===== src/logic/opl_pkg.sv =====
/*
 * shared constants, register map and waveform type for the FM operator engine
 * import with a wildcard in the module header
 */
package opl_pkg;

    localparam int NUM_SLOTS = 18;
    localparam int NUM_CHANNELS = 9;
    localparam int GROUP_SIZE = 6;               // slots per operator group
    localparam int OP_REG_DEPTH = 22;            // operator offsets incl. gaps
    localparam int SLOT_WIDTH = 5;
    localparam int CHAN_WIDTH = 4;
    localparam int REG_ADDR_WIDTH = 8;
    localparam int REG_DATA_WIDTH = 8;
    localparam int MULT_WIDTH = 4;
    localparam int TL_WIDTH = 6;
    localparam int FNUM_WIDTH = 10;
    localparam int BLOCK_WIDTH = 3;
    localparam int PHASE_WIDTH = 20;
    localparam int OP_OUT_WIDTH = 13;
    localparam int MOD_DISTANCE = 3;             // modulator sits three slots back

    localparam logic [REG_ADDR_WIDTH-1:0] MULT_BASE = 8'h20;
    localparam logic [REG_ADDR_WIDTH-1:0] TL_BASE = 8'h40;
    localparam logic [REG_ADDR_WIDTH-1:0] FNUM_LOW_BASE = 8'hA0;
    localparam logic [REG_ADDR_WIDTH-1:0] KON_BLOCK_BASE = 8'hB0;
    localparam logic [REG_ADDR_WIDTH-1:0] CNT_BASE = 8'hC0;
    localparam logic [REG_ADDR_WIDTH-1:0] WS_BASE = 8'hE0;

    typedef enum logic {
        WAVE_SAW = 1'b0,
        WAVE_SQUARE = 1'b1
    } wave_t;

    // group of six a slot belongs to
    function automatic logic [1:0] slot_group(input logic [SLOT_WIDTH-1:0] slot);
        if (slot < SLOT_WIDTH'(GROUP_SIZE))
            return 2'd0;
        else if (slot < SLOT_WIDTH'(2 * GROUP_SIZE))
            return 2'd1;
        return 2'd2;
    endfunction

    // position 0..5 inside the group, 3 and up are carriers
    function automatic logic [2:0] slot_position(input logic [SLOT_WIDTH-1:0] slot);
        logic [SLOT_WIDTH-1:0] group_start;
        group_start = SLOT_WIDTH'(GROUP_SIZE) * SLOT_WIDTH'(slot_group(slot));
        return 3'(slot - group_start);
    endfunction

endpackage

===== src/logic/opl_operator_engine.sv =====
/*
 * top level of the time-shared FM operator engine
 * sequencer, register fetch, phase and wave stages in a fixed 4-cycle chain
 */
`timescale 1ns/10ps

module opl_operator_engine
    import opl_pkg::*;
(
    input logic clk,
    input logic reset,
    input logic wr_valid,
    input logic [REG_ADDR_WIDTH-1:0] wr_address,
    input logic [REG_DATA_WIDTH-1:0] wr_data,
    input logic sample_en,
    output logic out_valid,
    output logic [SLOT_WIDTH-1:0] out_slot,
    output logic signed [OP_OUT_WIDTH-1:0] out_sample,
    output logic ops_done
);

    logic issue_valid;
    logic [SLOT_WIDTH-1:0] issue_slot;
    logic fetch_valid;
    logic [SLOT_WIDTH-1:0] fetch_slot;
    logic [MULT_WIDTH-1:0] fetch_mult;
    logic [TL_WIDTH-1:0] fetch_tl;
    wave_t fetch_wave;
    logic [FNUM_WIDTH-1:0] fetch_fnum;
    logic [BLOCK_WIDTH-1:0] fetch_block;
    logic fetch_kon;
    logic fetch_cnt;
    logic phase_valid;
    logic [SLOT_WIDTH-1:0] phase_slot;
    logic [OP_OUT_WIDTH-1:0] phase_index;
    wave_t phase_wave;
    logic [TL_WIDTH-1:0] phase_tl;
    logic [SLOT_WIDTH-1:0] mod_slot;
    logic signed [OP_OUT_WIDTH-1:0] mod_sample;

    slot_sequencer seq0 (
        .clk, .reset, .sample_en, .issue_valid, .issue_slot
    );

    operator_regs regs0 (
        .clk, .reset, .wr_valid, .wr_address, .wr_data,
        .issue_valid, .issue_slot, .fetch_valid, .fetch_slot,
        .mult(fetch_mult), .tl(fetch_tl), .wave(fetch_wave), .fnum(fetch_fnum),
        .block(fetch_block), .kon(fetch_kon), .cnt(fetch_cnt)
    );

    phase_stage phase0 (
        .clk, .reset, .fetch_valid, .fetch_slot,
        .mult(fetch_mult), .fetch_tl, .fetch_wave, .fnum(fetch_fnum),
        .block(fetch_block), .kon(fetch_kon), .cnt(fetch_cnt),
        .mod_slot, .mod_sample, .phase_valid, .phase_slot, .phase_index,
        .wave(phase_wave), .tl(phase_tl)
    );

    wave_stage wave0 (
        .clk, .reset, .phase_valid, .phase_slot, .phase_index,
        .wave(phase_wave), .tl(phase_tl), .mod_slot, .mod_sample,
        .out_valid, .out_slot, .out_sample, .ops_done
    );

endmodule


===== src/logic/wave_stage.sv =====
/*
 * waveform shaping and attenuation, then the output store and result stream
 * the store also feeds modulator samples back to the phase stage
 */
`timescale 1ns/10ps

module wave_stage
    import opl_pkg::*;
(
    input logic clk,
    input logic reset,
    input logic phase_valid,
    input logic [SLOT_WIDTH-1:0] phase_slot,
    input logic [OP_OUT_WIDTH-1:0] phase_index,
    input wave_t wave,
    input logic [TL_WIDTH-1:0] tl,
    input logic [SLOT_WIDTH-1:0] mod_slot,
    output logic signed [OP_OUT_WIDTH-1:0] mod_sample,
    output logic out_valid,
    output logic [SLOT_WIDTH-1:0] out_slot,
    output logic signed [OP_OUT_WIDTH-1:0] out_sample,
    output logic ops_done
);

    logic signed [OP_OUT_WIDTH-1:0] sample_mem [NUM_SLOTS];
    logic signed [OP_OUT_WIDTH-1:0] wave_raw;
    logic signed [OP_OUT_WIDTH-1:0] wave_atten;
    logic shape_valid;
    logic [SLOT_WIDTH-1:0] shape_slot;
    logic signed [OP_OUT_WIDTH-1:0] shape_sample;

    always_comb begin
        if (wave == WAVE_SQUARE) begin
            if (phase_index[OP_OUT_WIDTH-1])
                wave_raw = {1'b1, {(OP_OUT_WIDTH-1){1'b0}}};   // -4096
            else
                wave_raw = {1'b0, {(OP_OUT_WIDTH-1){1'b1}}};   // +4095
        end else begin
            wave_raw = $signed(phase_index);     // sawtooth
        end
        wave_atten = wave_raw >>> tl[TL_WIDTH-1 -: 3];  // 6 dB steps only
    end

    always_ff @(posedge clk) begin
        if (reset) begin
            shape_valid <= 1'b0;
            out_valid <= 1'b0;
            ops_done <= 1'b0;
            for (int i = 0; i < NUM_SLOTS; i++)
                sample_mem[i] <= '0;
        end else begin
            shape_valid <= phase_valid;
            out_valid <= shape_valid;
            ops_done <= out_valid && out_slot == SLOT_WIDTH'(NUM_SLOTS - 1);
            if (shape_valid)
                sample_mem[shape_slot] <= shape_sample;
        end
    end

    always_ff @(posedge clk) begin
        if (phase_valid) begin
            shape_slot <= phase_slot;
            shape_sample <= wave_atten;
        end
        if (shape_valid) begin
            out_slot <= shape_slot;
            out_sample <= shape_sample;
        end
    end

    assign mod_sample = sample_mem[mod_slot];    // combinational read

endmodule


===== src/logic/phase_stage.sv =====
/*
 * per-slot phase accumulators and the FM modulation add
 * the modulator sample is read back from the wave stage output store
 */
`timescale 1ns/10ps

module phase_stage
    import opl_pkg::*;
(
    input logic clk,
    input logic reset,
    input logic fetch_valid,
    input logic [SLOT_WIDTH-1:0] fetch_slot,
    input logic [MULT_WIDTH-1:0] mult,
    input logic [TL_WIDTH-1:0] fetch_tl,
    input wave_t fetch_wave,
    input logic [FNUM_WIDTH-1:0] fnum,
    input logic [BLOCK_WIDTH-1:0] block,
    input logic kon,
    input logic cnt,
    output logic [SLOT_WIDTH-1:0] mod_slot,
    input logic signed [OP_OUT_WIDTH-1:0] mod_sample,
    output logic phase_valid,
    output logic [SLOT_WIDTH-1:0] phase_slot,
    output logic [OP_OUT_WIDTH-1:0] phase_index,
    output wave_t wave,
    output logic [TL_WIDTH-1:0] tl
);

    logic [PHASE_WIDTH-1:0] phase_mem [NUM_SLOTS];
    logic [PHASE_WIDTH-1:0] phase_step;
    logic [PHASE_WIDTH-1:0] phase_next;
    logic [OP_OUT_WIDTH-1:0] phase_top;          // unmodulated index
    logic [OP_OUT_WIDTH-1:0] mod_term;
    logic phase_cnt;
    logic carrier;

    always_comb begin
        phase_step = (PHASE_WIDTH'(fnum) << block) * PHASE_WIDTH'(mult);
        phase_next = kon ? phase_mem[fetch_slot] + phase_step : '0;  // key off holds zero
    end

    always_ff @(posedge clk) begin
        if (reset) begin
            phase_valid <= 1'b0;
            for (int i = 0; i < NUM_SLOTS; i++)
                phase_mem[i] <= '0;
        end else begin
            phase_valid <= fetch_valid;
            if (fetch_valid)
                phase_mem[fetch_slot] <= phase_next;
        end
    end

    always_ff @(posedge clk) begin
        if (fetch_valid) begin
            phase_slot <= fetch_slot;
            phase_top <= phase_next[PHASE_WIDTH-1 -: OP_OUT_WIDTH];
            phase_cnt <= cnt;
            wave <= fetch_wave;
            tl <= fetch_tl;
        end
    end

    // slot s-3 was stored the cycle before this read
    always_comb begin
        carrier = slot_position(phase_slot) >= 3'(MOD_DISTANCE);
        mod_slot = carrier ? phase_slot - SLOT_WIDTH'(MOD_DISTANCE) : '0;
        mod_term = (carrier && !phase_cnt) ? $unsigned(mod_sample) : '0;
        phase_index = phase_top + mod_term;      // wraps
    end

endmodule


===== src/logic/operator_regs.sv =====
/*
 * operator and channel register file with the host write decode
 * returns the parameters of an issued slot one cycle after issue
 */
`timescale 1ns/10ps

module operator_regs
    import opl_pkg::*;
(
    input logic clk,
    input logic reset,
    input logic wr_valid,
    input logic [REG_ADDR_WIDTH-1:0] wr_address,
    input logic [REG_DATA_WIDTH-1:0] wr_data,
    input logic issue_valid,
    input logic [SLOT_WIDTH-1:0] issue_slot,
    output logic fetch_valid,
    output logic [SLOT_WIDTH-1:0] fetch_slot,
    output logic [MULT_WIDTH-1:0] mult,
    output logic [TL_WIDTH-1:0] tl,
    output wave_t wave,
    output logic [FNUM_WIDTH-1:0] fnum,
    output logic [BLOCK_WIDTH-1:0] block,
    output logic kon,
    output logic cnt
);

    logic [MULT_WIDTH-1:0] mult_mem [OP_REG_DEPTH];
    logic [TL_WIDTH-1:0] tl_mem [OP_REG_DEPTH];
    wave_t ws_mem [OP_REG_DEPTH];
    logic [FNUM_WIDTH-1:0] fnum_mem [NUM_CHANNELS];
    logic [BLOCK_WIDTH-1:0] block_mem [NUM_CHANNELS];
    logic kon_mem [NUM_CHANNELS];
    logic cnt_mem [NUM_CHANNELS];

    logic [REG_ADDR_WIDTH-1:0] mult_off, tl_off, ws_off;
    logic [REG_ADDR_WIDTH-1:0] fnum_low_off, kon_block_off, cnt_off;
    logic [1:0] issue_group;
    logic [2:0] issue_pos;
    logic [SLOT_WIDTH-1:0] op_addr;
    logic [CHAN_WIDTH-1:0] chan_addr;

    // offsets 6, 7, 14, 15 are holes in the operator map
    function automatic logic op_offset_ok(input logic [REG_ADDR_WIDTH-1:0] offset);
        return offset < REG_ADDR_WIDTH'(OP_REG_DEPTH) && offset[2:1] != 2'b11;
    endfunction

    function automatic logic chan_offset_ok(input logic [REG_ADDR_WIDTH-1:0] offset);
        return offset < REG_ADDR_WIDTH'(NUM_CHANNELS);
    endfunction

    always_comb begin
        mult_off = wr_address - MULT_BASE;       // wraps high below the base
        tl_off = wr_address - TL_BASE;
        ws_off = wr_address - WS_BASE;
        fnum_low_off = wr_address - FNUM_LOW_BASE;
        kon_block_off = wr_address - KON_BLOCK_BASE;
        cnt_off = wr_address - CNT_BASE;
    end

    always_ff @(posedge clk) begin
        if (reset) begin
            for (int i = 0; i < OP_REG_DEPTH; i++) begin
                mult_mem[i] <= '0;
                tl_mem[i] <= '0;
                ws_mem[i] <= WAVE_SAW;
            end
            for (int i = 0; i < NUM_CHANNELS; i++) begin
                fnum_mem[i] <= '0;
                block_mem[i] <= '0;
                kon_mem[i] <= 1'b0;
                cnt_mem[i] <= 1'b0;
            end
        end else if (wr_valid) begin
            if (op_offset_ok(mult_off))
                mult_mem[mult_off[4:0]] <= wr_data[MULT_WIDTH-1:0];
            if (op_offset_ok(tl_off))
                tl_mem[tl_off[4:0]] <= wr_data[TL_WIDTH-1:0];
            if (op_offset_ok(ws_off))
                ws_mem[ws_off[4:0]] <= wave_t'(wr_data[0]);
            if (chan_offset_ok(fnum_low_off))
                fnum_mem[fnum_low_off[CHAN_WIDTH-1:0]][7:0] <= wr_data;
            if (chan_offset_ok(kon_block_off)) begin
                kon_mem[kon_block_off[CHAN_WIDTH-1:0]] <= wr_data[5];
                block_mem[kon_block_off[CHAN_WIDTH-1:0]] <= wr_data[4:2];
                fnum_mem[kon_block_off[CHAN_WIDTH-1:0]][9:8] <= wr_data[1:0];
            end
            if (chan_offset_ok(cnt_off))
                cnt_mem[cnt_off[CHAN_WIDTH-1:0]] <= wr_data[0];
        end
    end

    always_comb begin
        issue_group = slot_group(issue_slot);
        issue_pos = slot_position(issue_slot);
        op_addr = issue_slot + SLOT_WIDTH'({issue_group, 1'b0});  // skip two holes per group
        chan_addr = CHAN_WIDTH'(issue_pos >= 3'd3 ? issue_pos - 3'd3 : issue_pos)
                  + CHAN_WIDTH'(3 * issue_group);
    end

    always_ff @(posedge clk) begin
        if (reset)
            fetch_valid <= 1'b0;
        else
            fetch_valid <= issue_valid;
    end

    always_ff @(posedge clk) begin
        if (issue_valid) begin
            fetch_slot <= issue_slot;
            mult <= mult_mem[op_addr];
            tl <= tl_mem[op_addr];
            wave <= ws_mem[op_addr];
            fnum <= fnum_mem[chan_addr];
            block <= block_mem[chan_addr];
            kon <= kon_mem[chan_addr];
            cnt <= cnt_mem[chan_addr];
        end
    end

endmodule


===== src/logic/slot_sequencer.sv =====
/*
 * idle/slot counter, one operator slot issued per clock after a sample enable
 * a sample enable seen while a pass is running has no effect
 */
`timescale 1ns/10ps

module slot_sequencer
    import opl_pkg::*;
(
    input logic clk,
    input logic reset,
    input logic sample_en,
    output logic issue_valid,
    output logic [SLOT_WIDTH-1:0] issue_slot
);

    logic last_slot;

    assign last_slot = issue_slot == SLOT_WIDTH'(NUM_SLOTS - 1);

    always_ff @(posedge clk) begin
        if (reset) begin
            issue_valid <= 1'b0;
            issue_slot <= '0;
        end else if (!issue_valid) begin
            issue_valid <= sample_en;            // idle until a start request
            issue_slot <= '0;
        end else if (last_slot) begin
            issue_valid <= 1'b0;                 // pass complete, back to idle
            issue_slot <= '0;
        end else begin
            issue_slot <= issue_slot + 1'b1;
        end
    end

endmodule


===== config.mk =====
export PLATFORM = sky130hd
export DESIGN_NAME = opl_operator_engine
export DESIGN_NICKNAME = d
export VERILOG_FILES = /design/src/logic/opl_pkg.sv /design/src/logic/opl_operator_engine.sv /design/src/logic/wave_stage.sv /design/src/logic/phase_stage.sv /design/src/logic/operator_regs.sv /design/src/logic/slot_sequencer.sv
export SDC_FILE = /design/constraint.sdc
export NUM_CORES = 2
export LEC_CHECK = 0
export CELL_PAD_IN_SITES_DETAIL_PLACEMENT = 0
export CELL_PAD_IN_SITES_GLOBAL_PLACEMENT = 2
export CORE_MARGIN = 2
export CORE_UTILIZATION = 35
export DETAILED_ROUTE_END_ITERATION = 12
export DONT_BUFFER_PORTS = 1
export PLACE_DENSITY = 0.69
export SYNTH_ARGS = -nofsm -noshare
export SYNTH_HDL_FRONTEND = slang
export SYNTH_HIERARCHICAL = 1
export SYNTH_SLANG_ARGS = --single-unit

===== constraint.sdc =====
create_clock -name clk -period 7.5 [get_ports clk]
set_input_delay 1.5 -clock clk [delete_from_list [all_inputs] [get_ports clk]]
set_output_delay 1.5 -clock clk [all_outputs]
set_load 0.005 [all_outputs]

==> out/metrics.cfg <==
[run_status]
status = completed

[timing]
layout_min_cycle_time_ns = 6.76
finalHoldViolations = 0
fin_skew_ns = 0.0783
fin_tns_setup_ns = 0
setup_viol = 0
tightest_slew_ns = 1.37
slew_headroom = 0.0808
rsz0062_at_grt = false
finalMaxSlewViolations = 0
finalWorstSetupSlack_ns = 0.739
fin_crit_sh = 0.901
fmax_mhz = 148

[floorplanning]
io_pins = 40
fp-row-count = 170
die_h_um = 470
dieArea_um2 = 221000
core_um2 = 215000
die_width_um = 470
start_util = 0.353

[worst_setup_path]
crit_type = flop to flop
critPathMaxStageDelay_ns = 0.70
end_kind = flop
cp.arrival_ns = 7.32
reg2reg_from = phase0/phase_slot[3]
cp.required_ns = 8.06
start_kind = flop
path_common_cell = a21oi_1
reg2reg_setup_slack_ns = 0.74
crit_chain = or4b_2 > a21o_1 > a21oi_1 > nor2_1 > nor2b_4 > buf_4 > a22oi_1 > a31oi_1 > nand3_1 > and2_1 > ha_1 > fa_1 > a21oi_1 > o21a_1 > o21ai_0 > o211a_1 > o2111ai_1 > nand2_1 > xnor2_1 > and2_1 > nor2_1 > o21ai_0 > a21oi_1
rr_worst_depth = 23
cp_max_fo = 25
r2r_end = wave0/shape_sample[9]
critPathSlowestCell = or4b_2

[cts]
tritoncts = built
ctsHtreeMaxLevel = 4
cts.path.max_buffers = 3
path_clk_slew_ns = 0.06
clock-root-buffer = clkbuf_16
cts_resized = 0
postCtsSetupRepairBufs = 0
holdBufCountCts = 0
insertion_delay_ns = 0.85
cts_made_buffers = 180
cts_sinks = 1650

[final_layout]
fin_cells = 8523
fin_area_um2 = 85600
fin_nets = 5668
syn2layout_area_growth_pct = 12.8
drive_gt1_frac = 0.137
fillCellCount = 19893
final_core_util = 0.398

[worst_hold_path]
hp-class = flop to flop
min-delay-start = regs0/tl[5]
min_to = phase0/tl[5]
hold_depth = 0

[drt]
via_per_inst = 5.35
remaining_drc_errors = 0
drt_iter0_drc = 4117
wl_per_cell_um = 25.4
drt-total-wl_um = 217000
final_antenna_net_count = 0
num_vias = 45625
drtPass1Iterations = 6

[placed_design]
port-buffer-count = 0
place_congestion = 0.810
dpl.hpwl_um = 139000
dp_cells = 8204
pre_cts_slack_ns = 0.813
placed_area_um2 = 80000

[grt]
grt_max_degree = 160
antenna_found_initial = 9
grt_pass1_wl_um = 316000
grt_overflow = 0
grt_usage = 0.193
grt_pass1_vias = 45276

[run]
max_cap_violations = 0

[synthesis]
ys_warn_count = 6
syn-instance-count = 5415
synth_area_per_cell_um2 = 14.0
syn_area_um2 = 75900

[pwr]
power_density_nw_per_um2 = 276
leakage_nw = 29.0
ir_drop_uv = 270

==> worst max path at each step <==
stage	start	to	slack (ns)	cells past startpoint
2_1_floorplan	phase0/phase_slot[1]	wave0/shape_sample[0]	1.96	25
3_3_place_gp	phase0/phase_slot[1]	wave0/shape_sample[0]	0.87	23
3_5_place_dp	phase0/phase_slot[1]	wave0/shape_sample[8]	0.81	23
4_1_cts	phase0/phase_slot[3]	wave0/shape_sample[0]	0.80	23
5_1_grt	phase0/phase_slot[1]	wave0/shape_sample[9]	0.13	23
6_report	phase0/phase_slot[3]	wave0/shape_sample[9]	0.74	23
==> critical path: cells and delay by family (launching register included) <==
| kind | cells | cell delay (ns) |
|---|---|---|
| simple gates | 8 | 2.26 |
| xor+xnor | 1 | 0.61 |
| flops | 1 | 0.49 |
| buf+inv | 1 | 0.39 |
| fa+ha+maj | 2 | 0.63 |
| compound gates | 11 | 2.05 |
==> final cells by class <==
class,count,area (µm²),share of cell area
antenna,1,2.50,0.0000292
clock buffer,219,4710,0.0550
clock inverter,99,967,0.0113
inverter,123,464,0.00542
multi-input combinational,3440,25200,0.294
sequential,1650,49400,0.577
tap,2838,3550,0.0415
timing repair buffer,153,1290,0.0150
==> metrics by stage <==
| stage | power (mW) | hold slack (ns) |
|---|---|---|
| 2_1_floorplan | 13.5 | 0.400 |
| 3_3_place_gp | 15.3 | 0.404 |
| 3_5_place_dp | 15.3 | 0.425 |
| 4_1_cts | 23.9 | 0.438 |
| 5_1_grt | 24.6 | 0.447 |
| 6_report | 23.6 | 0.423 |
==> registers in the layout, indices dropped and copies added (netlist names), 4 cells and up <==
| name | cells |
|---|---|
| regs0/block_mem | 48 |
| wave0/out_sample | 13 |
| regs0/mult_mem | 128 |
| regs0/kon_mem | 16 |
| wave0/shape_slot | 5 |
| regs0/cnt_mem | 16 |
| phase0/phase_slot | 5 |
| regs0/mult | 4 |
| regs0/ws_mem | 32 |
| regs0/fnum | 10 |
| phase0/phase_top | 13 |
| wave0/sample_mem | 416 |
| wave0/out_slot | 5 |
| regs0/fetch_slot | 5 |
| regs0/fnum_mem | 160 |
| seq0/issue_slot | 5 |
| phase0/phase_mem | 640 |
| regs0/tl_mem | 96 |
| wave0/shape_sample | 13 |
==> power breakdown <==
part / total [mW] / internal, mW / switching (mW)
sequential: 10.7 / 10.5 / 0.175
clock: 8.59 / 4.86 / 3.73
combinational: 4.33 / 1.33 / 3.00
total: 23.6 / 16.7 / 6.91
==> layer usage <==
layer | vias to the layer above | share of wire | global-route usage
li1 | 20356 | - | -
met1 | 23572 | 0.43 | 0.263
met2 | 1377 | 0.48 | 0.314
met3 | 320 | 0.060 | 0.0331
met4 | 0 | 0.029 | 0.0616
met5 | - | 0 | 0
==> cells in the final DEF, fill, tap and decap left out, types with 17 or more instances in the layout <==
cell,n
a22oi_1,88
conb_1,217
or2_2,33
nor3_1,50
nand2_1,305
clkinv_2,30
a21o_1,27
o21bai_1,41
mux4_2,213
a31oi_1,27
a211oi_1,17
nor2_2,22
nand4_1,27
nor2b_1,64
inv_1,119
clkbuf_1,34
a32oi_1,56
nand2b_1,53
buf_4,142
fa_1,49
clkbuf_16,181
a21oi_1,129
a221o_1,34
a221oi_1,17
mux2i_1,372
edfxtp_1,1639
mux2_2,40
a22o_1,40
nand3_1,93
ha_1,50
and2_1,192
clkinv_1,39
o21ai_0,71
nor2_1,833
o221ai_1,56
Power figures use the tool's default switching activity.
